[src/soc_bus_pkg.sv]
`default_nettype none

package soc_bus_pkg;

    // target of a data bus access
    typedef enum logic [1:0] {
        SLV_RAM  = 2'd0,
        SLV_GPIO = 2'd1,
        SLV_TICK = 2'd2,
        SLV_NONE = 2'd3
    } slave_e;

    typedef enum logic [1:0] {
        CONV_IDLE  = 2'd0,
        CONV_READ  = 2'd1,
        CONV_MERGE = 2'd2
    } conv_state_e;

    // master side request
    typedef struct packed {
        logic [31:0] addr;
        logic [3:0]  be;
        logic        rd;
        logic        wr;
        logic [31:0] wdata;
    } dbus_req_t;

    // peripheral register request, byte offset inside the window
    typedef struct packed {
        logic [7:0]  offset;
        logic [3:0]  be;
        logic        rd;
        logic        wr;
        logic [31:0] wdata;
    } slv_req_t;

    // full-word RAM request
    typedef struct packed {
        logic [23:0] word_addr;
        logic        rd;
        logic        wr;
        logic [31:0] wdata;
    } ram_req_t;

    // address map
    parameter logic [7:0]  RAM_REGION = 8'h00;
    parameter logic [31:0] GPIO_BASE  = 32'h1FD0_F000;
    parameter logic [31:0] TICK_BASE  = 32'h1FD0_E000;

    parameter logic [7:0]  GPIO_OUT_OFS = 8'h00;
    parameter logic [7:0]  GPIO_IN_OFS  = 8'h04;

    parameter logic [31:0] UNMAPPED_RDATA = 32'h0000_0000;

endpackage

`default_nettype wire

[src/gpio_regs.sv]
`timescale 1ns/100ps
`default_nettype none

module gpio_regs
    import soc_bus_pkg::*;
(
    input  wire           clk,
    input  wire           arst_n_i,
    input  wire slv_req_t req_i,
    input  wire [31:0]    gpio_in_i,
    output logic [31:0]   rdata_o,
    output logic [31:0]   gpio_out_o
);

    logic [31:0] out_q;

    // byte-enabled output register, input offset is read only
    always_ff @(posedge clk or negedge arst_n_i) begin
        if (!arst_n_i) begin
            out_q <= '0;
        end else if (req_i.wr && (req_i.offset == GPIO_OUT_OFS)) begin
            for (int b = 0; b < 4; b++) begin
                if (req_i.be[b]) begin
                    out_q[8*b +: 8] <= req_i.wdata[8*b +: 8];
                end
            end
        end
    end

    always_comb begin
        rdata_o = '0;
        if (req_i.rd) begin
            case (req_i.offset)
                GPIO_OUT_OFS: rdata_o = out_q;
                GPIO_IN_OFS:  rdata_o = gpio_in_i;
                default:      rdata_o = '0;
            endcase
        end
    end

    assign gpio_out_o = out_q;

endmodule

`default_nettype wire

[config.mk]
export PLATFORM = sky130hd
export DESIGN_NAME = gpio_regs
export DESIGN_NICKNAME = d
export VERILOG_FILES = /design/src/soc_bus_pkg.sv /design/src/gpio_regs.sv
export SDC_FILE = /design/constraint.sdc
export NUM_CORES = 1
export LEC_CHECK = 0
export BUFFER_PORTS_ARGS = -buffer_cell sky130_fd_sc_hd__buf_2
export CORE_UTILIZATION = 43
export CTS_BUF_LIST = sky130_fd_sc_hd__clkbuf_2
export DETAILED_ROUTE_END_ITERATION = 12
export GPL_ROUTABILITY_DRIVEN = 0
export MAX_ROUTING_LAYER = met4
export PLACE_DENSITY = 0.88
export SYNTH_ARGS = -nofsm -noshare
export SYNTH_HDL_FRONTEND = slang
export SYNTH_SLANG_ARGS = --single-unit
[constraint.sdc]
create_clock -name clk -period 2.24 [get_ports clk]
set_clock_uncertainty 0.15 [all_clocks]
set_input_delay 0.336 -clock clk [delete_from_list [all_inputs] [get_ports clk]]
set_output_delay 0.336 -clock clk [all_outputs]
set_load 0.05 [all_outputs]
# [Yosys cells after proc, flatten, opt, wreduce, memory -nomap -nowiden]
# Cells that the tools add are included.
[op_classes] n_reduce_logical=6 n_eq_ne=1 muxes=2
[ops] operator="$pmux W32 S2" n=1
[ops] operator="$mux W32" n=1
[ops] operator="$eq A8 B3 Y1 const B" n=1
[ops] operator="$logic_not A8 Y1" n=1
[ops] operator="$reduce_and A2 Y1" n=4
[ops] operator="$logic_and A1 B1 Y1" n=1
[totals] inputBits=80 register_bits=32 elab_cells=13

# [Depth between registers and ports, before layout]
[depth] word_depth=3 ltp_mapped=5

# [Least setup slack after synthesis]
# No wires, ideal clock.
[synth_path] path_kind="input-to-output" startpoint="in req_i[42] (netlist bit)" endpoint="out rdata_o[10]" required_time_ns=1.754 arrival_time_ns=1.855 slack_ns=-0.101 cell_stages=4 path_cell_list="nor4_4 -> nand3_1 -> clkbuf_1 -> nor2_1"
[synth_via] elab_chain_len=3 elab_cells_between_ends=4
[synth_lines] element="start, declared" line_no="gpio_regs.sv:9" source="input wire slv_req_t req_i,"
[synth_lines] element="$eq A8 B3 Y1 or $logic_not A8 Y1 (tied branches)" line_no="gpio_regs.sv:33" source="case (req_i.offset)"
[synth_lines] element="$pmux W32 S2 *" line_no="gpio_regs.sv:33"
[synth_lines] element="$mux W32 *" line_no="gpio_regs.sv:32" source="if (req_i.rd) begin"
[synth_lines] element="end, declared" line_no="gpio_regs.sv:11" source="output logic [31:0] rdata_o,"
# Mark *: on every way between the ends. The rest lies on a longest branch, timed or not.

# [Worst setup path after layout]
[layout_path] startpoint="in req_i[42] (netlist bit)" endpoint="out rdata_o[1]"
# The elaborated chain is that of the path after synthesis.

==> impl_metrics.xml <==
<?xml version="1.0" encoding="UTF-8"?>
<metrics>
  <group name="outcome">
    <metric name="outcome" unit="">complete, no violations</metric>
  </group>
  <group name="flow_run">
    <metric name="cap_viol_max_count" unit="">0</metric>
  </group>
  <group name="placed_design">
    <metric name="io_buffers" unit="">143</metric>
    <metric name="post-dp-hpwl" unit="µm">3800</metric>
    <metric name="placedInstanceArea" unit="µm²">2510</metric>
  </group>
  <group name="sta">
    <metric name="grt_setup_unrepaired" unit="">no</metric>
    <metric name="max_clock_freq" unit="MHz">502</metric>
    <metric name="period_minus_slack" unit="ns">1.99</metric>
    <metric name="max_slew_violation_count" unit="">0</metric>
    <metric name="count_of_endpoints_failing_hold_in_the_final_timing_report" unit="">0</metric>
    <metric name="fin_tns_setup" unit="ns">0</metric>
    <metric name="hold_ws" unit="ns">0.0640</metric>
    <metric name="worstMarginPinSlew" unit="ns">0.686</metric>
    <metric name="final_min_period_over_clock_period" unit="%">89.0</metric>
    <metric name="timing.max_slew.rel_slack" unit="%">54.2</metric>
    <metric name="finalSetupViolations" unit="">0</metric>
  </group>
  <group name="critical_path">
    <metric name="cp-end-kind" unit="">output pin</metric>
    <metric name="critical_path_arrival" unit="ns">1.51</metric>
    <metric name="worstSetupPathType" unit="">primary input to output pin</metric>
    <metric name="cp_data_required_time" unit="ns">1.75</metric>
    <metric name="cp-start-kind" unit="">primary input</metric>
    <metric name="path_max_fanout" unit="">32</metric>
    <metric name="r2r.worst_path.cells" unit="">1</metric>
  </group>
  <group name="detailed_routing">
    <metric name="drt_pre_antenna_iters" unit="">3</metric>
    <metric name="drt_first_iter_violations" unit="">39</metric>
    <metric name="detailroute.via_count" unit="">1676</metric>
    <metric name="drt-vias-per-instance" unit="">4.93</metric>
    <metric name="route.detailed.wl_per_inst" unit="µm">13.9</metric>
    <metric name="ant_nets" unit="">0</metric>
    <metric name="drt-total-wl" unit="µm">4720</metric>
    <metric name="post-route-drc-count" unit="">0</metric>
  </group>
  <group name="die">
    <metric name="die_height" unit="µm">65.3</metric>
    <metric name="fp.dieArea" unit="µm²">4270</metric>
    <metric name="initial_utilization" unit="%">46.1</metric>
    <metric name="die_w" unit="µm">65.3</metric>
    <metric name="placement_rows" unit="">22</metric>
    <metric name="design.core.area" unit="µm²">3740</metric>
    <metric name="boundaryPins" unit="">144</metric>
  </group>
  <group name="logic_synthesis">
    <metric name="post-synth-top-area-fraction" unit="%">46.4</metric>
    <metric name="yosys_register_bits" unit="">32</metric>
    <metric name="synthesis.yosys.warnings" unit="">0</metric>
    <metric name="count_of_mapped_cells_out_of_synthesis" unit="">144</metric>
    <metric name="netlist_area" unit="µm²">1720</metric>
    <metric name="post-synth-top-area-cell" unit="">sky130_fd_sc_hd__dfrtp_1</metric>
    <metric name="synth_sequential_area_ratio" unit="%">46.4</metric>
    <metric name="nets_in_the_synthesized_netlist" unit="">224</metric>
    <metric name="cells_taking_the_most_area_after_synthesis" unit="">sky130_fd_sc_hd__dfrtp_1, sky130_fd_sc_hd__mux2_2, sky130_fd_sc_hd__mux2i_1, sky130_fd_sc_hd__nor2_1, sky130_fd_sc_hd__nand4_2</metric>
    <metric name="yosysUniqueCellTypes" unit="">11</metric>
    <metric name="syn_area_per_cell" unit="µm²">12.0</metric>
  </group>
  <group name="layout">
    <metric name="final_core_util" unit="%">68.1</metric>
    <metric name="syn_to_final_growth" unit="%">47.9</metric>
    <metric name="largest_register_ff_count" unit="">32</metric>
    <metric name="final_cell_area" unit="µm²">2550</metric>
    <metric name="antenna-diode-count" unit="">0</metric>
    <metric name="layout-drive-gt1-share" unit="%">65.4</metric>
    <metric name="layout.nets" unit="">372</metric>
  </group>
  <group name="grt">
    <metric name="grt_pass1_vias" unit="">1536</metric>
    <metric name="grt_antenna_before_repair" unit="">0</metric>
    <metric name="globalRouteTotalUtil" unit="%">22.9</metric>
    <metric name="grt_start_max_net_pins" unit="">33</metric>
    <metric name="grt_remaining_overflow" unit="">0</metric>
    <metric name="grt_pass1_wl" unit="µm">7170</metric>
  </group>
  <group name="clocking">
    <metric name="holdBufCountCts" unit="">1</metric>
    <metric name="cts_num_sinks" unit="">32</metric>
    <metric name="postCtsSetupRepairBufs" unit="">0</metric>
    <metric name="cts_inserted_buffers" unit="">5</metric>
    <metric name="total_number_of_h_tree_levels" unit="">2</metric>
    <metric name="worstSkewPairLatency" unit="ns">0.34</metric>
    <metric name="cts_buffer_depth" unit="">2</metric>
    <metric name="tritoncts" unit="">yes</metric>
    <metric name="buffer_cell_driving_the_clock_tree_root" unit="">sky130_fd_sc_hd__clkbuf_2</metric>
    <metric name="clk_transition_reported_paths" unit="ns">0.15</metric>
    <metric name="cts_resized" unit="">0</metric>
  </group>
  <group name="power_and_ir_drop">
    <metric name="cellLeakagePower" unit="nW">1.61</metric>
    <metric name="vdd_ir_drop_max" unit="mV">0.284</metric>
    <metric name="cellPowerDensity" unit="nW/µm²">422</metric>
  </group>
  <group name="worst_hold_path">
    <metric name="min_path_cells" unit="">2</metric>
    <metric name="hold_crit_class" unit="">primary input to flop</metric>
  </group>
</metrics>
[cell usage after synthesis]
cell,number
sky130_fd_sc_hd__dfrtp_1,32
sky130_fd_sc_hd__mux2_2,32
sky130_fd_sc_hd__mux2i_1,32
sky130_fd_sc_hd__nor2_1,32
sky130_fd_sc_hd__clkbuf_1,5
sky130_fd_sc_hd__nand4_2,4
sky130_fd_sc_hd__buf_1,3
sky130_fd_sc_hd__nand3_1,1
sky130_fd_sc_hd__nor2b_1,1
sky130_fd_sc_hd__nor3_2,1
sky130_fd_sc_hd__nor4_4,1
[through the flow]
| step | power, mW | instances | setup WS (ns) |
|---|---|---|---|
| after floorplan | 0.738 | 144 | -0.101 |
| after global placement | 0.842 | 332 | 0.303 |
| after detailed placement | 0.848 | 332 | 0.250 |
| after CTS | 1.09 | 340 | 0.249 |
| after global routing | 1.13 | 340 | 0.125 |
| final | 1.08 | 340 | 0.246 |
[per-layer routing]
| layer | wire length, µm | GRT usage [%] | vias to the layer above |
|---|---|---|---|
| li1 | - | - | 800 |
| met1 | 1770 | 25.0 | 786 |
| met2 | 2520 | 40.7 | 82 |
| met3 | 359 | 4.34 | 8 |
| met4 | 72 | 9.51 | 0 |
| met5 | 0 | - | - |
[critical path, cell delays in order]
cell and delay [ns]:
sky130_fd_sc_hd__buf_2 0.11, sky130_fd_sc_hd__nor4_4 0.28, sky130_fd_sc_hd__nand3_1 0.10, sky130_fd_sc_hd__buf_4 0.25, sky130_fd_sc_hd__nor2_1 0.15, sky130_fd_sc_hd__buf_2 0.28
[cells by family (layout without fill, tap and decap cells)]
| family | Yosys count | in the layout | synth area share (%) |
|---|---|---|---|
| and+or+nand+nor | 40 | 40 | 12.3 |
| DFF | 32 | 32 | 46.4 |
| buffers and inverters | 8 | 156 | 1.74 |
| muxes | 64 | 64 | 39.5 |
[path summary, 6_finish.rpt]
check | start | endpoint | slack [ns]
setup / recovery | req_i[42] | rdata_o[1] | 0.25
hold / removal | req_i[9] | gpio_out_o[9]$_DFFE_PN0P_ | 0.06
setup reg to reg | gpio_out_o[31]$_DFFE_PN0P_ | gpio_out_o[31]$_DFFE_PN0P_ | 1.26
hold reg to reg | gpio_out_o[27]$_DFFE_PN0P_ | gpio_out_o[27]$_DFFE_PN0P_ | 0.40
max in group asynchronous | arst_n_i | gpio_out_o[22]$_DFFE_PN0P_ | 1.07
min in group asynchronous | arst_n_i | gpio_out_o[9]$_DFFE_PN0P_ | 0.42
[area by class of cell]
type | instances | area (µm²)
timing repair buffer | 149 | 763
clock buffer | 5 | 25.0
multi-input combinational | 104 | 893
sequential | 32 | 801
fill | 310 | 1190
clock inverter | 2 | 7.51
tap | 48 | 60.1
[layout by cell type (no fill, tap or decap)]
| master | synthesis | final |
|---|---|---|
| sky130_fd_sc_hd__clkbuf_2 | 0 | 5 |
| sky130_fd_sc_hd__nor2b_1 | 1 | 1 |
| sky130_fd_sc_hd__buf_4 | 0 | 5 |
| sky130_fd_sc_hd__clkinv_1 | 0 | 2 |
| sky130_fd_sc_hd__nand4_2 | 4 | 4 |
| sky130_fd_sc_hd__nor4_4 | 1 | 1 |
| sky130_fd_sc_hd__dlygate4sd3_1 | 0 | 1 |
| sky130_fd_sc_hd__dfrtp_1 | 32 | 32 |
| sky130_fd_sc_hd__mux2i_1 | 32 | 32 |
| sky130_fd_sc_hd__mux2_2 | 32 | 32 |
| sky130_fd_sc_hd__nor2_1 | 32 | 32 |
| sky130_fd_sc_hd__nand3_1 | 1 | 1 |
| sky130_fd_sc_hd__buf_2 | 0 | 143 |
| sky130_fd_sc_hd__nor3_2 | 1 | 1 |
[where the power goes]
part	switching, mW	leakage [nW]	internal, mW
Clock	0.176	0.0239	0.0645
Combinational	0.130	1.14	0.102
Sequential	0.0116	0.444	0.593
Total	0.318	1.61	0.759
Note: power is estimated with default switching activity, not from simulation.
