$ cat src/soc_bus_pkg.sv
`default_nettype none

package soc_bus_pkg;

    // target of a data bus access
    typedef enum logic [1:0] {
        SLV_RAM  = 2'd0,
        SLV_GPIO = 2'd1,
        SLV_TICK = 2'd2,
        SLV_NONE = 2'd3
    } slave_e;

    typedef enum logic [1:0] {
        CONV_IDLE  = 2'd0,
        CONV_READ  = 2'd1,
        CONV_MERGE = 2'd2
    } conv_state_e;

    // master side request
    typedef struct packed {
        logic [31:0] addr;
        logic [3:0]  be;
        logic        rd;
        logic        wr;
        logic [31:0] wdata;
    } dbus_req_t;

    // peripheral register request, byte offset inside the window
    typedef struct packed {
        logic [7:0]  offset;
        logic [3:0]  be;
        logic        rd;
        logic        wr;
        logic [31:0] wdata;
    } slv_req_t;

    // full-word RAM request
    typedef struct packed {
        logic [23:0] word_addr;
        logic        rd;
        logic        wr;
        logic [31:0] wdata;
    } ram_req_t;

    // address map
    parameter logic [7:0]  RAM_REGION = 8'h00;
    parameter logic [31:0] GPIO_BASE  = 32'h1FD0_F000;
    parameter logic [31:0] TICK_BASE  = 32'h1FD0_E000;

    parameter logic [7:0]  GPIO_OUT_OFS = 8'h00;
    parameter logic [7:0]  GPIO_IN_OFS  = 8'h04;

    parameter logic [31:0] UNMAPPED_RDATA = 32'h0000_0000;

endpackage

`default_nettype wire

$ cat src/dbus_decode.sv
`timescale 1ns/100ps
`default_nettype none

module dbus_decode
    import soc_bus_pkg::*;
(
    input  wire dbus_req_t req_i,
    output slave_e         sel_o,
    output dbus_req_t      ram_req_o,
    output slv_req_t       gpio_req_o,
    output slv_req_t       tick_req_o
);

    // address map lookup
    always_comb begin
        if (req_i.addr[31:24] == RAM_REGION) begin
            sel_o = SLV_RAM;
        end else if (req_i.addr[31:8] == GPIO_BASE[31:8]) begin
            sel_o = SLV_GPIO;
        end else if (req_i.addr[31:8] == TICK_BASE[31:8]) begin
            sel_o = SLV_TICK;
        end else begin
            sel_o = SLV_NONE;
        end
    end

    // ram side keeps the full address, converter picks the word bits
    always_comb begin
        ram_req_o    = req_i;
        ram_req_o.rd = req_i.rd && (sel_o == SLV_RAM);
        ram_req_o.wr = req_i.wr && (sel_o == SLV_RAM);
    end

    always_comb begin
        gpio_req_o.offset = req_i.addr[7:0];
        gpio_req_o.be     = req_i.be;
        gpio_req_o.wdata  = req_i.wdata;
        gpio_req_o.rd     = req_i.rd && (sel_o == SLV_GPIO);
        gpio_req_o.wr     = req_i.wr && (sel_o == SLV_GPIO);
    end

    always_comb begin
        tick_req_o.offset = req_i.addr[7:0];
        tick_req_o.be     = req_i.be;
        tick_req_o.wdata  = req_i.wdata;
        tick_req_o.rd     = req_i.rd && (sel_o == SLV_TICK);
        tick_req_o.wr     = req_i.wr && (sel_o == SLV_TICK);
    end

    // master never reads and writes in the same access
    always_comb begin
        assert (!(req_i.rd && req_i.wr))
            else $error("dbus_decode: rd and wr high together");
    end

endmodule

`default_nettype wire

$ cat config.mk
export PLATFORM = sky130hd
export DESIGN_NAME = dbus_decode
export DESIGN_NICKNAME = d
export VERILOG_FILES = /design/src/soc_bus_pkg.sv /design/src/dbus_decode.sv
export SDC_FILE = /design/constraint.sdc
export NUM_CORES = 1
export LEC_CHECK = 0
export BUFFER_PORTS_ARGS = -buffer_cell sky130_fd_sc_hd__buf_2
export CAP_MARGIN = 20
export CORE_AREA = 2 2 90 92
export DETAILED_ROUTE_END_ITERATION = 12
export DIE_AREA = 0 0 92 94
export GPL_TIMING_DRIVEN = 0
export PLACE_DENSITY = 0.57
export SLEW_MARGIN = 10
export SYNTH_ARGS = -nofsm -noshare
export SYNTH_HDL_FRONTEND = slang
export SYNTH_SLANG_ARGS = --single-unit
$ cat constraint.sdc
create_clock -name vclk -period 2.7
set_input_delay 0.405 -clock vclk [all_inputs]
set_output_delay 0.405 -clock vclk [all_outputs]
set_load 0.01 [all_outputs]
== After elaboration in Yosys (flattened, before gate mapping) ==
Cells that the tools add are included.

* Bits in registers: 0
* Latch bits: 0
* Memory bits (writable): 0
* Memory bits (read-only): 0
* Input bits: 70
* Output and inout bits: 164
* Word-level logic and storage cells: 15
* Memories kept: 0

* Add/sub/neg operators: 0
* Multipliers: 0
* Divide/modulo/power cells: 0
* Order comparisons: 0
* Equality and inequality tests: 4
* Shift-type cells: 0
* Muxes and demuxes: 3
* Bitwise gates (word level): 0
* Reduce and logical (&&, ||, !) cells: 8

{| class="wikitable"
|+ Operator list
! cell !! count
|-
| == test 24 x 21 -> 1 bit, second input constant || 2
|-
| zero test 8 bit || 1
|-
| logical AND 1 bit || 6
|-
| two-way mux 2 bit || 2
|-
| == test 2 x 1 -> 1 bit, second input constant || 1
|-
| == test 2 bit, second input constant || 1
|-
| zero test 2 bit || 1
|-
| two-way mux 1 bit || 1
|}

== Logic depth before layout (Yosys ltp) ==
Gate-level depths: netlist of run 1.

* Depth after elaboration: 6
* Depth in mapped cells: 4
* Mapped depth without buffers: 3

== Worst setup path after synthesis of run 1 ==
Ideal clock, no wire load.

* Kind: input port to output port
* Start point: in req_i[67] (netlist name)
* End point: out gpio_req_o[32] (netlist name)
* Data arrival time: 1744 ps
* Path slack: 551 ps
* Stages on the path: 4
* Path buffers: 1
* Path through: or3_4 -> or4_1 -> buf_2 -> nor3_1

{| class="wikitable"
|+ RTL lines
! item !! RTL line !! RTL
|-
| start: declaration || dbus_decode.sv:7 || <nowiki>input wire dbus_req_t req_i,</nowiki>
|-
| end: declaration || dbus_decode.sv:10 || <nowiki>output slv_req_t gpio_req_o,</nowiki>
|}

==> run_results.csv, run 1 <==
group,metric,value,unit
timing,final_max_slew_viol_count,0,
floorplanning,die-width,92,um
cells_and_area,final_cells,471,
timing,layout_worst_path_cycle_share,87.6,%
cells_and_area,nNetsFinal,441,
route,initialDrtViolationCount,13,
floorplanning,num_rows,32,
power,power,377,uW
power,power_leakage,0.00154,uW
setup_path,cp.arrival,1960,ps
timing,period_minus_slack,2360,ps
floorplanning,start_util,17.4,%
logic_synthesis,synth_compound_area_share,1.51,%
cells_and_area,final_common_cell,"buf_2",
cells_and_area,n_antenna_cell,0,
route,first_pass_iters,4,
setup_path,end_kind,"output port",
route,num_vias,1560,
setup_path,cp_max_fo,6,
run,max_cap_violations,0,
cells_and_area,clkbuf_count,0,
setup_path,crit_required,2300,ps
grt,grt-ovfl-total,0,
route,drt-wirelength-per-cell,8.07,um
run_status,status,"completed",
setup_path,critPathKind,"in -> out",
placement,dp_hpwl,3680,um
logic_synthesis,synthMuxAreaShare,0,%
route,wl,3800,um
timing,relSlewSlack,84.5,%
cells_and_area,seqCellArea,0,um^2
setup_path,cp-start-kind,"input port",
logic_synthesis,netlist_area,0.00133,mm^2
logic_synthesis,synth-xor-area-share,0,%
floorplanning,pin_count,234,
grt,grt_max_degree,7,
grt,grt_pass1_vias,1263,
clocking,cts_setup_buffers,0,
logic_synthesis,syn-num-nets,249,
placement,gp_congestion,0.801,
placement,place_inst,471,
power,power_density,157,mW/mm^2
logic_synthesis,synth_simple_gate_area_share,8.88,%
grt,grt_pass1_wl,5130,um
floorplanning,chipHeight,94,um
timing,setup_tns,0,ps
min_path,min_path_type,"in -> out",
logic_synthesis,synth_top_family_by_area,"buffers and inverters",
cells_and_area,area_growth,81.4,%
cells_and_area,layout_common_cells,"buf_2 (191), buf_4 (156), nor3_1 (5), or4_1 (3), inv_1 (3)",
logic_synthesis,synth_cell_types,12,
route,route.detailed.drc,0,
logic_synthesis,synth_area_per_cell,7.40,um^2
logic_synthesis,ys_seq_area_share,0,%
timing,rsz0062_at_grt,"false",
clocking,postCtsHoldBufs,0,
logic_synthesis,synthAdderAreaFrac,0,%
power,ir_drop,0.0721,mV
cells_and_area,drive_gt1_share,94.9,%
grt,antenna_found_initial,0,
clocking,cts_resized,0,
route,antenna_left,0,
grt,grt_usage,6.65,%
timing,hold_violations,0,
cells_and_area,seq_cells,0,
floorplanning,core,0.00761,mm^2
floorplanning,die_area,0.00865,mm^2
placement,io_buffers,190,
timing,max_freq,0.423,GHz
timing,worst_slew_pin_slew,230,ps
route,viasPerCell,3.31,
logic_synthesis,ys_warn_count,0,
logic_synthesis,synthCells,179,
timing,setup_viol,0,
## worst max-delay path: stages
cell    delay, ps
buf_2         110
or3_4         410
or4_1         510
buf_2         170
nor3_1        190
buf_2         170
## logic make-up after synthesis
| logic type | Yosys count |
|---|---|
| AOI/OAI and AO/OA | 2 |
| buffers and inverters | 160 |
| and+or+nand+nor | 17 |
## metal layers
metal	track usage, %	up-vias	share of wire (%)
met4	0	0	0
li1	-	788	-
met3	1.61	0	17
met5	0	-	0
met2	14.7	139	54
met1	6.41	633	29
## per-stage QoR
step                      setup slack, ps  util [%]  hold slack [ps]  instance area (um^2)
after floorplan                       551         -              864                  1330
after global placement                339      31.6              995                  2400
after detailed placement              323      31.6              994                  2400
after CTS                             320      31.6              994                  2400
after global routing                  249      31.6              997                  2400
final                                 336      31.6              993                  2400
## cell usage after synthesis (all sizes together)
| master | count | share of area, % |
|---|---|---|
| inv | 3 | 0.85 |
| or4 | 3 | 1.7 |
| o21ba | 2 | 1.5 |
| nand4 | 1 | 0.47 |
| nor3 | 5 | 1.9 |
| nor4 | 2 | 0.94 |
| nand4b | 2 | 1.3 |
| or3 | 3 | 1.8 |
| buf | 157 | 89 |
| or4b | 1 | 0.76 |
## worst paths after layout
check	from	end	slack, ps	cells past startpoint
worst min-delay path	req_i[42]	ram_req_o[42]	990	2
worst max-delay path	req_i[67]	tick_req_o[32]	340	6
## final cells by class
cell class                 count  area (um^2)
buffer                       157         1180
fill                         821         5200
inverter                       3         11.3
multi-input combinational     19          138
tap                          102          128
timing repair buffer         190          951
## where the power goes
part           switching (uW)  internal [uW]  total, uW  leakage, uW
Sequential                  0              0          0            0
Combinational             141            235        377      0.00154
Clock                       0              0          0            0
No activity file was read; power rests on OpenSTA's default activity.
==> run 2, diff against run 1 <==
Settings changed: CELL_PAD_IN_SITES_DETAIL_PLACEMENT set to 1, CELL_PAD_IN_SITES_GLOBAL_PLACEMENT set to 2, CORE_AREA 2 2 90 92 to unset, CORE_UTILIZATION set to 12, DIE_AREA 0 0 92 94 to unset, PLACE_DENSITY 0.57 to 0.92.
==> run_results.csv, run 2 (synthesized netlist as in run 1, its figures left out) <==
group,metric,value,unit
setup_path,slowest_stage,"or4b_1",
grt,antenna_found_initial,0,
timing,setup_viol,0,
setup_path,critPathKind,"in -> out",
timing,hold_violations,0,
clocking,postCtsHoldBufs,0,
floorplanning,die-width,107,um
timing,max_freq,0.417,GHz
timing,setup_tns,0,ps
cells_and_area,area_growth,85.0,%
cells_and_area,final_cells,509,
route,m1WireLength,1350,um
cells_and_area,final_common_cell,"buf_2",
route,viasPerCell,3.08,
placement,io_buffers,190,
cells_and_area,seq_cells,0,
floorplanning,core,0.0108,mm^2
route,dr_wl_met3,411,um
power,power_density,155,mW/mm^2
setup_path,path_delay_family,"simple AND/OR/NAND/NOR gates",
route,first_pass_iters,4,
cells_and_area,layout_common_cells,"buf_2 (191), buf_4 (156), nor3_1 (5), or4_1 (3), inv_1 (3)",
cells_and_area,seqCellArea,0,um^2
setup_path,cp_max_fo,6,
timing,rsz0062_at_grt,"false",
route,initialDrtViolationCount,20,
floorplanning,chipHeight,107,um
floorplanning,die_area,0.0115,mm^2
grt,grt-ovfl-total,0,
power,power_leakage,0.00154,uW
route,drt-wirelength-per-cell,8.75,um
floorplanning,num_rows,38,
floorplanning,pin_count,234,
placement,gp_congestion,0.661,
setup_path,crit_required,2300,ps
cells_and_area,nFillCells,1395,
setup_path,slowest_delay,570,ps
power,ir_drop,0.0461,mV
setup_path,crit_top_cell,"buf_2",
cells_and_area,n_antenna_cell,0,
route,antenna_left,0,
min_path,min_path_type,"in -> out",
clocking,cts_resized,0,
timing,final_max_slew_viol_count,0,
grt,grt_pass1_vias,1351,
run,max_cap_violations,0,
setup_path,cp.arrival,1990,ps
power,power,381,uW
cells_and_area,clkbuf_count,0,
route,num_vias,1569,
timing,worst_hold_slack,993,ps
route,wl,4460,um
timing,period_minus_slack,2400,ps
route,route.detailed.drc,0,
setup_path,worstSetupStartpoint,"req_i[46]",
run_status,status,"completed",
setup_path,end_kind,"output port",
timing,relSlewSlack,83.7,%
timing,worst_slew_pin_slew,242,ps
grt,grt_max_degree,7,
timing,layout_worst_path_cycle_share,88.9,%
setup_path,cp_num_buf_inv,3,
placement,dp_hpwl,4280,um
cells_and_area,drive_gt1_share,94.9,%
grt,grt_usage,6.17,%
setup_path,cp-start-kind,"input port",
cells_and_area,nNetsFinal,441,
cells_and_area,fin_util,22.7,%
route,routed.top_layer,"met3",
grt,grt_pass1_wl,6050,um
floorplanning,start_util,12.3,%
route,routed-wl-met2,2700,um
placement,place_inst,509,
clocking,cts_setup_buffers,0,
setup_path,path_depth,6,
setup_path,worstSetupEndpoint,"sel_o[0]",
setup_path,crit_chain,"buf_2 -> or4b_1 -> or4_1 -> buf_2 -> o21ba_2 -> buf_2",
-- run 2: cell counts in the layout (fill, tap and decap cells not counted) --
Identical to the previous run, type by type.
-- run 2: how the worst min path moves through the flow --
stage	startpoint	end	slack (ps)	cells after the start
after CTS	req_i[14]	tick_req_o[14]	990	2
final	req_i[14]	tick_req_o[14]	990	2
after floorplan	req_i[65]	ram_req_o[32]	860	1
after global placement	req_i[0]	ram_req_o[0]	990	2
after global routing	req_i[11]	ram_req_o[11]	1000	2
after detailed placement	req_i[14]	tick_req_o[14]	990	2
-- run 2: where the power goes --
group	total, uW	switching (uW)	internal (uW)
combinational	381	145	236
clock	0	0	0
sequential	0	0	0
total	381	145	236
-- run 2: metal layers --
metal  vias up  track usage, %
met5         -               0
met4         0               0
met3         0           0.547
met2        92            14.2
met1       691            5.98
li1        786               -
-- run 2: area by class of cell --
cell class | instances | area (um^2) | share of cell area (%)
repair buffers | 190 | 951 | 38.8
multi-input cells | 19 | 138 | 5.62
inverters | 3 | 11.3 | 0.459
plain buffers | 157 | 1180 | 48.0
well taps | 140 | 175 | 7.15
-- run 2: metrics by stage --
step | area [um^2] | setup slack, ps
2_1_floorplan | 1330 | 551
3_3_place_gp | 2450 | 285
3_5_place_dp | 2450 | 285
4_1_cts | 2450 | 285
5_1_grt | 2450 | 184
6_report | 2450 | 300
