[src/soc_bus_pkg.sv]
`default_nettype none

package soc_bus_pkg;

    // target of a data bus access
    typedef enum logic [1:0] {
        SLV_RAM  = 2'd0,
        SLV_GPIO = 2'd1,
        SLV_TICK = 2'd2,
        SLV_NONE = 2'd3
    } slave_e;

    typedef enum logic [1:0] {
        CONV_IDLE  = 2'd0,
        CONV_READ  = 2'd1,
        CONV_MERGE = 2'd2
    } conv_state_e;

    // master side request
    typedef struct packed {
        logic [31:0] addr;
        logic [3:0]  be;
        logic        rd;
        logic        wr;
        logic [31:0] wdata;
    } dbus_req_t;

    // peripheral register request, byte offset inside the window
    typedef struct packed {
        logic [7:0]  offset;
        logic [3:0]  be;
        logic        rd;
        logic        wr;
        logic [31:0] wdata;
    } slv_req_t;

    // full-word RAM request
    typedef struct packed {
        logic [23:0] word_addr;
        logic        rd;
        logic        wr;
        logic [31:0] wdata;
    } ram_req_t;

    // address map
    parameter logic [7:0]  RAM_REGION = 8'h00;
    parameter logic [31:0] GPIO_BASE  = 32'h1FD0_F000;
    parameter logic [31:0] TICK_BASE  = 32'h1FD0_E000;

    parameter logic [7:0]  GPIO_OUT_OFS = 8'h00;
    parameter logic [7:0]  GPIO_IN_OFS  = 8'h04;

    parameter logic [31:0] UNMAPPED_RDATA = 32'h0000_0000;

endpackage

`default_nettype wire

[src/dbus_result.sv]
`timescale 1ns/100ps
`default_nettype none

module dbus_result
    import soc_bus_pkg::*;
(
    input  wire            clk,
    input  wire            arst_n_i,
    input  wire dbus_req_t req_i,
    input  wire slave_e    sel_i,
    input  wire [31:0]     ram_rdata_i,
    input  wire            ram_stall_i,
    input  wire [31:0]     gpio_rdata_i,
    input  wire [31:0]     tick_rdata_i,
    output logic [31:0]    rdata_o,
    output logic           stall_o,
    output logic           bus_err_o
);

    logic err_q;

    always_comb begin
        case (sel_i)
            SLV_RAM:  rdata_o = ram_rdata_i;
            SLV_GPIO: rdata_o = gpio_rdata_i;
            SLV_TICK: rdata_o = tick_rdata_i;
            default:  rdata_o = UNMAPPED_RDATA;
        endcase
    end

    // only the ram path can hold the master
    assign stall_o = (sel_i == SLV_RAM) ? ram_stall_i : 1'b0;

    // sticky until reset
    always_ff @(posedge clk or negedge arst_n_i) begin
        if (!arst_n_i) begin
            err_q <= 1'b0;
        end else if ((req_i.rd || req_i.wr) && (sel_i == SLV_NONE)) begin
            err_q <= 1'b1;
        end
    end

    assign bus_err_o = err_q;

endmodule

`default_nettype wire

[config.mk]
export PLATFORM = sky130hd
export DESIGN_NAME = dbus_result
export DESIGN_NICKNAME = d
export VERILOG_FILES = /design/src/soc_bus_pkg.sv /design/src/dbus_result.sv
export SDC_FILE = /design/constraint.sdc
export NUM_CORES = 1
export LEC_CHECK = 0
export BUFFER_PORTS_ARGS = -buffer_cell sky130_fd_sc_hd__buf_2
export CAP_MARGIN = 40
export CORE_AREA = 2 2 80 82
export CTS_BUF_LIST = sky130_fd_sc_hd__clkbuf_16
export DETAILED_ROUTE_END_ITERATION = 7
export DIE_AREA = 0 0 82 84
export PLACE_DENSITY_LB_ADDON = 0.08
export SYNTH_ARGS = -nofsm -noshare
export SYNTH_HDL_FRONTEND = slang
export SYNTH_SLANG_ARGS = --single-unit
[constraint.sdc]
create_clock -name clk -period 1.8 [get_ports clk]
set_input_delay 0.18 -clock clk [delete_from_list [all_inputs] [get_ports clk]]
set_output_delay 0.18 -clock clk [all_outputs]
set_load 0.02 [all_outputs]
# Word level (Yosys, flattened, before mapping)
# Index checks and enable logic that the tools add are counted.
# totals
elab_cells	9
reg_bits	1
inputBits	171
# classes
n_eq_ne	3
mux	2
n_reduce_logical	3
# op_table
operator	n
32-bit case mux with 3 select lines	1
2-bit == test, second input constant	2
2-bit by 1-bit == test with 1-bit output, second input constant	1
2-bit zero test	1
1-bit logical AND	1
1-bit logical OR	1
1-bit two-way mux	1

# Depth between registers and ports, before layout
# Gate-level depths: netlist of the first run.
# logic_depth
ltp_word	2
mapped_depth	5

# Worst setup path after synthesis of the first run
# Ideal clock, no wire load.
# synth_timing
path_kind	input port to output port
start	in sel_i[0]
end	out stall_o
cell_stages	3
path_buffers	2
slack_ps	639
arrival_time_ps	981
path_cell_list	buf_6 -> buf_6 -> nor3b_1
# synth_via
elab_chain_cells	2
# synth_lines
item	line	source
start: declaration	dbus_result.sv:10	input wire slave_e sel_i,
2-bit zero test	dbus_result.sv:32	assign stall_o = (sel_i == SLV_RAM) ? ram_stall_i : 1'b0;
1-bit two-way mux	dbus_result.sv:32	
end: declaration	dbus_result.sv:16	output logic stall_o,
# No other way between the ends.

# Worst setup path in the final report of the first run
# layout_timing
start	in sel_i[0]
end	out rdata_o[14]
# layout_via
elab_chain_cells	2
elab_cells_between_ends	4
classes_between	eq/ne: 2; mux: 1; reduce/logical: 1
# layout_lines
item	line	source
2-bit == test, or another cell as far along	dbus_result.sv:23	case (sel_i)
32-bit case mux with 3 select lines *	dbus_result.sv:23	
end: declaration	dbus_result.sv:15	output logic [31:0] rdata_o,
# Mark *: on every way between the ends. The rest lies on a longest branch, timed or not.

==> flow_summary.ini, run 1 <==
[yosys]
yosys-top-cells-count = mux2i_1, o2bb2ai_2, o2bb2ai_1, buf_6
synth_edf_count = 0
syn_nets = 252
netlist_area_um2 = 905
ys_top_cells_by_area = mux2i_1, o2bb2ai_2, o2bb2ai_1, buf_6, buf_8
synth_cell_types = 13
yosysWarnings = 0
syn-instance-count = 81
netlist.area_leader.share_pct = 35.4
yosys.area.top_type = mux2i_1
postSynthAreaPerCell_um2 = 11.2
yosysSeqAreaShare_pct = 2.77
ys_ff_latch = 1
synth-main-ff-cell = dfrtp_1
async_reset_ff_share_pct = 100
synth_most_common_cell = mux2i_1

[global_route]
antenna_found_initial = 0
overflow = 0
grt_util_all_layers_pct = 9.18
grt_pass1_wl_mm = 5.22
grt_max_degree = 19
grt_pass1_vias = 1134

[critical_path]
start_kind = input port
criticalPathCategory = input port to primary output
slowest_stage = buf_4
cpPeakStageDelay_ns = 0.31
arrival_ns = 1.22
cp_num_buf_inv = 3
end_kind = primary output
cp_common_cell = buf_2
crit_chain = buf_2 -> buf_4 -> mux2i_1 -> o2bb2ai_2 -> buf_2
r2r_setup_slack_ns = 1.19
crit_family = buffers and inverters
required_ns = 1.62
path_max_fanout = 15

[sta]
worstMarginPinSlew_ns = 0.258
relSlewSlack_pct = 82.8
slew_viol_final = 0
period_needed_ns = 1.40
period_share_pct = 77.6
rsz0062_at_grt = no
worst_clock_skew_ns = 0
tns_ns = 0
hold_viol_final = 0
max_freq_ghz = 0.716
setup_viol = 0

[pwr]
p_total_uw = 457
ir_worst_vdd_mv = 0.0957
leakage_uw = 0.000887
power_density_mw_per_mm2 = 280

[final_layout]
n_antenna_cell = 0
layout.core_utilization_pct = 26.7
area_growth_syn_to_layout_pct = 80.2
largest_register_ffs = 1
fin_nets = 385
drive_gt1_share_pct = 76.9

[die]
dieHeight_um = 84
start_util_pct = 14.8
die_x_um = 82
io_pins = 205
rows = 29
die_area_mm2 = 0.00689
design.core.area_mm2 = 0.00610

[route]
drc_errors = 0
avgViaCountPerCell = 4.07
post_drt_wl_per_cell_um = 12.3
firstDrtPassIters = 4
routed_wl_mm = 3.54
vias = 1176
first_iter_violations = 6
detail-route-antenna-nets = 0

[run_status]
status = completed

[job]
cap_violations = 0

[cts]
clk_latency_ns = 0
clk_pin_slew_worst_paths_ns = 0

[min_path]
hold_class = input port to register

[place]
place_congestion = 0.649
numPortBuffers = 136
place_hpwl_mm = 3.07
## placed cells by master (no fill, tap or decap)
master and n:
buf_12 1, buf_2 136, buf_4 5, dfrtp_1 1, dlygate4sd3_1 1, mux2i_1 32
nand2b_1 1, nor2b_4 1, nor3b_1 1, o211ai_1 1, o2bb2ai_1 12, o2bb2ai_2 20
## power breakdown
part,total (µW),internal (µW),switching [µW]
sequential,22.9,22.9,0.000735
clock,0,0,0
combinational,434,207,227
total,457,230,227
## cells by family after synthesis
family | Yosys count | synth area share (%)
buffers and inverters | 12 | 13.1
flip-flops | 1 | 2.77
AO/OA/AOI/OAI | 33 | 45.6
multiplexers | 32 | 35.4
AND/OR/NAND/NOR | 3 | 3.04
## path summary, 6_finish.rpt
path,from,end,depth (start not counted)
setup / recovery,sel_i[0],rdata_o[14],5
hold / removal,req_i[33],bus_err_o,3
setup reg to reg,bus_err_o,bus_err_o,1
hold reg to reg,bus_err_o,bus_err_o,1
max in group asynchronous,arst_n_i,bus_err_o,2
min in group asynchronous,arst_n_i,bus_err_o,2
## tightest hold or removal path: stages
cell and delay [ns]:
buf_2 0.07, o211ai_1 0.08, nand2b_1 0.07
## routing by layer
metal	share of wire [%]	track usage (%)
met1	40	11.2
met2	48	17.6
met3	12	1.19
met4	0	0
met5	0	0
## final cells by class
| type | instances | area (µm²) |
|---|---|---|
| Timing Repair Buffer | 143 | 748 |
| Tap cell | 77 | 96.3 |
| Multi-Input combinational cell | 68 | 761 |
| Fill cell | 694 | 4470 |
| Sequential cell | 1 | 25.0 |
## stage by stage
| stage | hold WS [ns] | area [µm²] | setup slack, ns | instances |
|---|---|---|---|---|
| 3_5_place_dp | -0.0411 | 1620 | 0.368 | 288 |
| 6_report | 0.444 | 1630 | 0.404 | 289 |
| 2_1_floorplan | -0.116 | 905 | 0.639 | 81 |
| 5_1_grt | 0.498 | 1630 | 0.307 | 289 |
| 4_1_cts | 0.457 | 1630 | 0.366 | 289 |
| 3_3_place_gp | -0.0447 | 1620 | 0.395 | 288 |
## timing repair
action,CTS,global route
buffers inserted,0,0
hold buffers,1,0
endpoints found under the hold margin,1,0
gates resized for setup,0,0
Note: power is estimated with default switching activity, not from simulation.
==> run 2, diff against run 1 <==
Settings changed: CORE_AREA 2 2 80 82 to 2 2 78 80, DIE_AREA 0 0 82 84 to 0 0 80 82.
Clock period 1.8 ns to 1.4 ns, I/O delays scaled along.
==> run 2 against run 1 <==
  * Die area decreased by 4.8%
  * Clock skew unchanged
  * Worst setup slack got worse by 0.20 ns
  * Critical path depth unchanged
  * First-iteration DRC count increased by 83%
  * Sequential power increased by 28%
  * Critical path type unchanged
  * Critical endpoint is now rdata_o[23]
==> flow_summary.ini, run 2 (same netlist as run 1, synthesis figures left out) <==
[sta]
hold_viol_final = 0
setup_viol = 0
period_needed_ns = 1.20
worstMarginPinSlew_ns = 0.184
slew_viol_final = 0
period_share_pct = 85.8
setup_slack_ns = 0.199
tns_ns = 0
worst_clock_skew_ns = 0
whs_ns = 0.404
relSlewSlack_pct = 87.4
rsz0062_at_grt = no
max_freq_ghz = 0.833

[die]
dieHeight_um = 82
design.core.area_mm2 = 0.00575
rows = 28
die_x_um = 80
io_pins = 205
die_area_mm2 = 0.00656
start_util_pct = 15.7

[route]
post_drt_wl_per_cell_um = 11.9
drc_errors = 0
routed_wl_mm = 3.40
vias = 1159
firstDrtPassIters = 3
detail-route-antenna-nets = 0
first_iter_violations = 11
avgViaCountPerCell = 4.05

[critical_path]
cp_num_buf_inv = 3
criticalPathCategory = input port to primary output
path_max_fanout = 32
end_kind = primary output
cp_common_cell = buf_2
cpPeakStageDelay_ns = 0.22
arrival_ns = 1.06
crit_chain = buf_2 -> nor2b_4 -> buf_12 -> o2bb2ai_1 -> buf_2
crit_family = buffers and inverters
slowest_stage = buf_12
start_kind = input port
required_ns = 1.26

[global_route]
busiest_layer = met2
grt_max_degree = 33
use_met1_pct = 10.1
grt_pass1_wl_mm = 4.82
grt_pass1_vias = 1079
antenna_found_initial = 0
grt_util_all_layers_pct = 8.86
overflow = 0
use_met3_pct = 1.87
grt_util_met2_pct = 17.8

[place]
place_hpwl_mm = 2.90
place_congestion = 0.594
pre_cts_slack_ns = 0.159
place_inst = 285
numPortBuffers = 136

[final_layout]
final_cells = 286
drive_gt1_share_pct = 76.8
final_cell_mix = buf_2, mux2i_1, o2bb2ai_2
area_growth_syn_to_layout_pct = 81.9
final_common_cell = buf_2
fin_nets = 384
largest_register_ffs = 1
n_antenna_cell = 0

[job]
cap_violations = 0

[min_path]
hold_class = input port to register

[pwr]
power_density_mw_per_mm2 = 360
ir_worst_vdd_mv = 0.117
leakage_uw = 0.000890

[cts]
clk_latency_ns = 0
clk_pin_slew_worst_paths_ns = 0

[run_status]
status = completed
-- run 2: cell types whose count changed in the layout (fill, tap and decap cells not counted) --
| cell | before | now |
|---|---|---|
| buf_12 | 1 | 3 |
| buf_4 | 5 | 2 |
-- run 2: final timing paths --
kind	to	cells after the start	startpoint	slack, ns
setup / recovery	rdata_o[23]	5	sel_i[1]	0.20
hold / removal	bus_err_o	3	req_i[33]	0.40
setup reg to reg	bus_err_o	1	bus_err_o	0.79
hold reg to reg	bus_err_o	1	bus_err_o	0.45
max in group asynchronous	bus_err_o	2	arst_n_i	0.86
min in group asynchronous	bus_err_o	2	arst_n_i	0.46
-- run 2: worst min-delay path: cells and delay by family --
kind                   cells  cell delay (ns)
AO/OA/AOI/OAI              1             0.07
AND/OR/NAND/NOR            1             0.08
buffers and inverters      1             0.07
-- run 2: power by group --
group	switching, µW	internal, µW	total [µW]
Combinational	290	272	562
Sequential	0.000953	29.4	29.4
Clock	0	0	0
-- run 2: timing repair --
item / 4_1_cts / 5_1_grt
hold buffers: 1 / 0
hold endpoints to repair: 1 / 0
resized for setup: 0 / 0
setup buffers: 0 / 0
-- run 2: per-layer routing --
layer	wire [µm]	vias to the layer above	part of all wire [%]
met5	0	-	0
met4	0	0	0
met3	391	0	12
met2	1660	79	49
met1	1350	488	40
li1	-	592	-
-- run 2: per-stage QoR --
stage / power, µW / util (%) / area (µm²)
finish: 592 / 28.6 / 1650
CTS: 602 / 28.6 / 1650
global route: 640 / 28.6 / 1650
floorplan: 361 / - / 905
detailed placement: 599 / 28.5 / 1640
global placement: 601 / 28.5 / 1640
-- run 2: layout make-up --
class | instances | area (µm²)
well taps | 75 | 93.8
flip-flops and latches | 1 | 25.0
fillers | 653 | 4100
multi-input cells | 68 | 761
repair buffers | 142 | 766
==> run 3, diff against run 2 <==
Settings changed: PLACE_DENSITY set to 0.59, PLACE_DENSITY_LB_ADDON 0.08 to unset.
==> run 3 against run 2 <==
  * Sequential share of layout area about the same
  * Cell count rose by 0.35%
  * Critical path depth unchanged
  * Largest power group unchanged
==> flow_summary.ini, run 3 (same netlist as run 1, synthesis figures left out) <==
[run_status]
status = completed

[sta]
max_freq_ghz = 0.791
setup_viol = 0
worst_clock_skew_ns = 0
relSlewSlack_pct = 83.9
slew_viol_final = 0
hold_viol_final = 0
period_needed_ns = 1.26
whs_ns = 0.400
rsz0062_at_grt = no
tns_ns = 0
period_share_pct = 90.3
worstMarginPinSlew_ns = 0.242

[route]
avgViaCountPerCell = 4.18
vias = 1200
detail-route-antenna-nets = 0
firstDrtPassIters = 4
post_drt_wl_per_cell_um = 11.6
drc_errors = 0
routed_wl_mm = 3.34
first_iter_violations = 12

[final_layout]
area_growth_syn_to_layout_pct = 81.3
seqCellArea_um2 = 25.0
drive_gt1_share_pct = 76.9
post-route-cell-area_mm2 = 0.00164
largest_register_ffs = 1
nFillCells = 620
final_common_cell = buf_2
multi_input_area_um2 = 761
final_cell_mix = buf_2, mux2i_1, o2bb2ai_2
fin_nets = 385
n_antenna_cell = 0
layout.core_utilization_pct = 28.5

[die]
rows = 28
design.core.area_mm2 = 0.00575
die_x_um = 80
dieHeight_um = 82
io_pins = 205
start_util_pct = 15.7
die_area_mm2 = 0.00656

[pwr]
p_comb_share_pct = 95.0
netSwitchingFraction_pct = 49.3
p_sw_uw = 291
pwr-share-seq_pct = 5.0
p_int_uw = 300
clockPowerShare_pct = 0
power_density_mw_per_mm2 = 361
leakage_uw = 0.000891
ir_worst_vdd_mv = 0.101

[critical_path]
arrival_ns = 1.12
crit_family = buffers and inverters
criticalPathCategory = input port to primary output
start_kind = input port
slowest_stage = buf_4
r2r_setup_slack_ns = 0.79
cpPeakStageDelay_ns = 0.24
crit_chain = buf_2 -> nor2b_4 -> buf_4 -> o2bb2ai_1 -> buf_2
end_kind = primary output
required_ns = 1.26
path_max_fanout = 14
cp_common_cell = buf_2
reg2reg_depth = 1
cp_num_buf_inv = 3
r2r-end = bus_err_o
r2r-start = bus_err_o

[global_route]
antenna_found_initial = 1
grt_util_all_layers_pct = 8.88
grt_pass1_wl_mm = 4.77
overflow = 0
grt_max_degree = 27
grt_pass1_vias = 1081

[place]
dpl_cell_area_mm2 = 0.00163
numPortBuffers = 136
place_hpwl_mm = 2.89
place_congestion = 0.695

[cts]
clk_pin_slew_worst_paths_ns = 0
clk_latency_ns = 0
cts_resized = 0
cts_setup_buffers = 0
holdBufCountCts = 1

[job]
cap_violations = 0

[min_path]
min_from = req_i[33]
min_to = bus_err_o
min_path_cells = 3
hold_class = input port to register
==> run 3: final cells by class <==
class                      count  area share [%]
sequential                     1            1.53
timing repair buffer         143            46.4
multi-input combinational     68            46.4
tap                           75            5.72
==> run 3: stage by stage <==
stage          std cells  setup slack (ns)  total power (µW)
6_report             287             0.135               592
5_1_grt              287            0.0427               639
4_1_cts              287             0.113               601
3_5_place_dp         286             0.112               597
3_3_place_gp         286             0.124               592
2_1_floorplan         81             0.319               361
==> run 3: power by group through the flow <==
stage	registers, µW	logic, µW	clock network, µW
2_1_floorplan	29.4	332	0
3_3_place_gp	29.4	562	0
3_5_place_dp	29.4	568	0
4_1_cts	29.4	572	0
5_1_grt	29.4	610	0
6_report	29.4	562	0
==> run 3: tightest hold or removal path, cell delays in order <==
cell,delay [ns]
buf_2,0.07
o211ai_1,0.07
nand2b_1,0.07
==> run 3: worst max path at each step <==
stage	start	cells after the start	slack (ns)	endpoint
2_1_floorplan	sel_i[0]	3	0.32	stall_o
3_3_place_gp	sel_i[1]	5	0.12	rdata_o[22]
3_5_place_dp	sel_i[1]	5	0.11	rdata_o[20]
4_1_cts	sel_i[1]	5	0.11	rdata_o[20]
5_1_grt	sel_i[1]	5	0.04	rdata_o[21]
6_report	sel_i[1]	5	0.14	rdata_o[21]
==> run 3: layer usage <==
layer / up-vias / part of all wire (%) / global-route usage (%)
li1: 595 / - / -
met1: 521 / 37 / 10.1
met2: 80 / 48 / 17.3
met3: 2 / 14 / 2.53
met4: 2 / 0 / 0
met5: - / 0.33 / 0
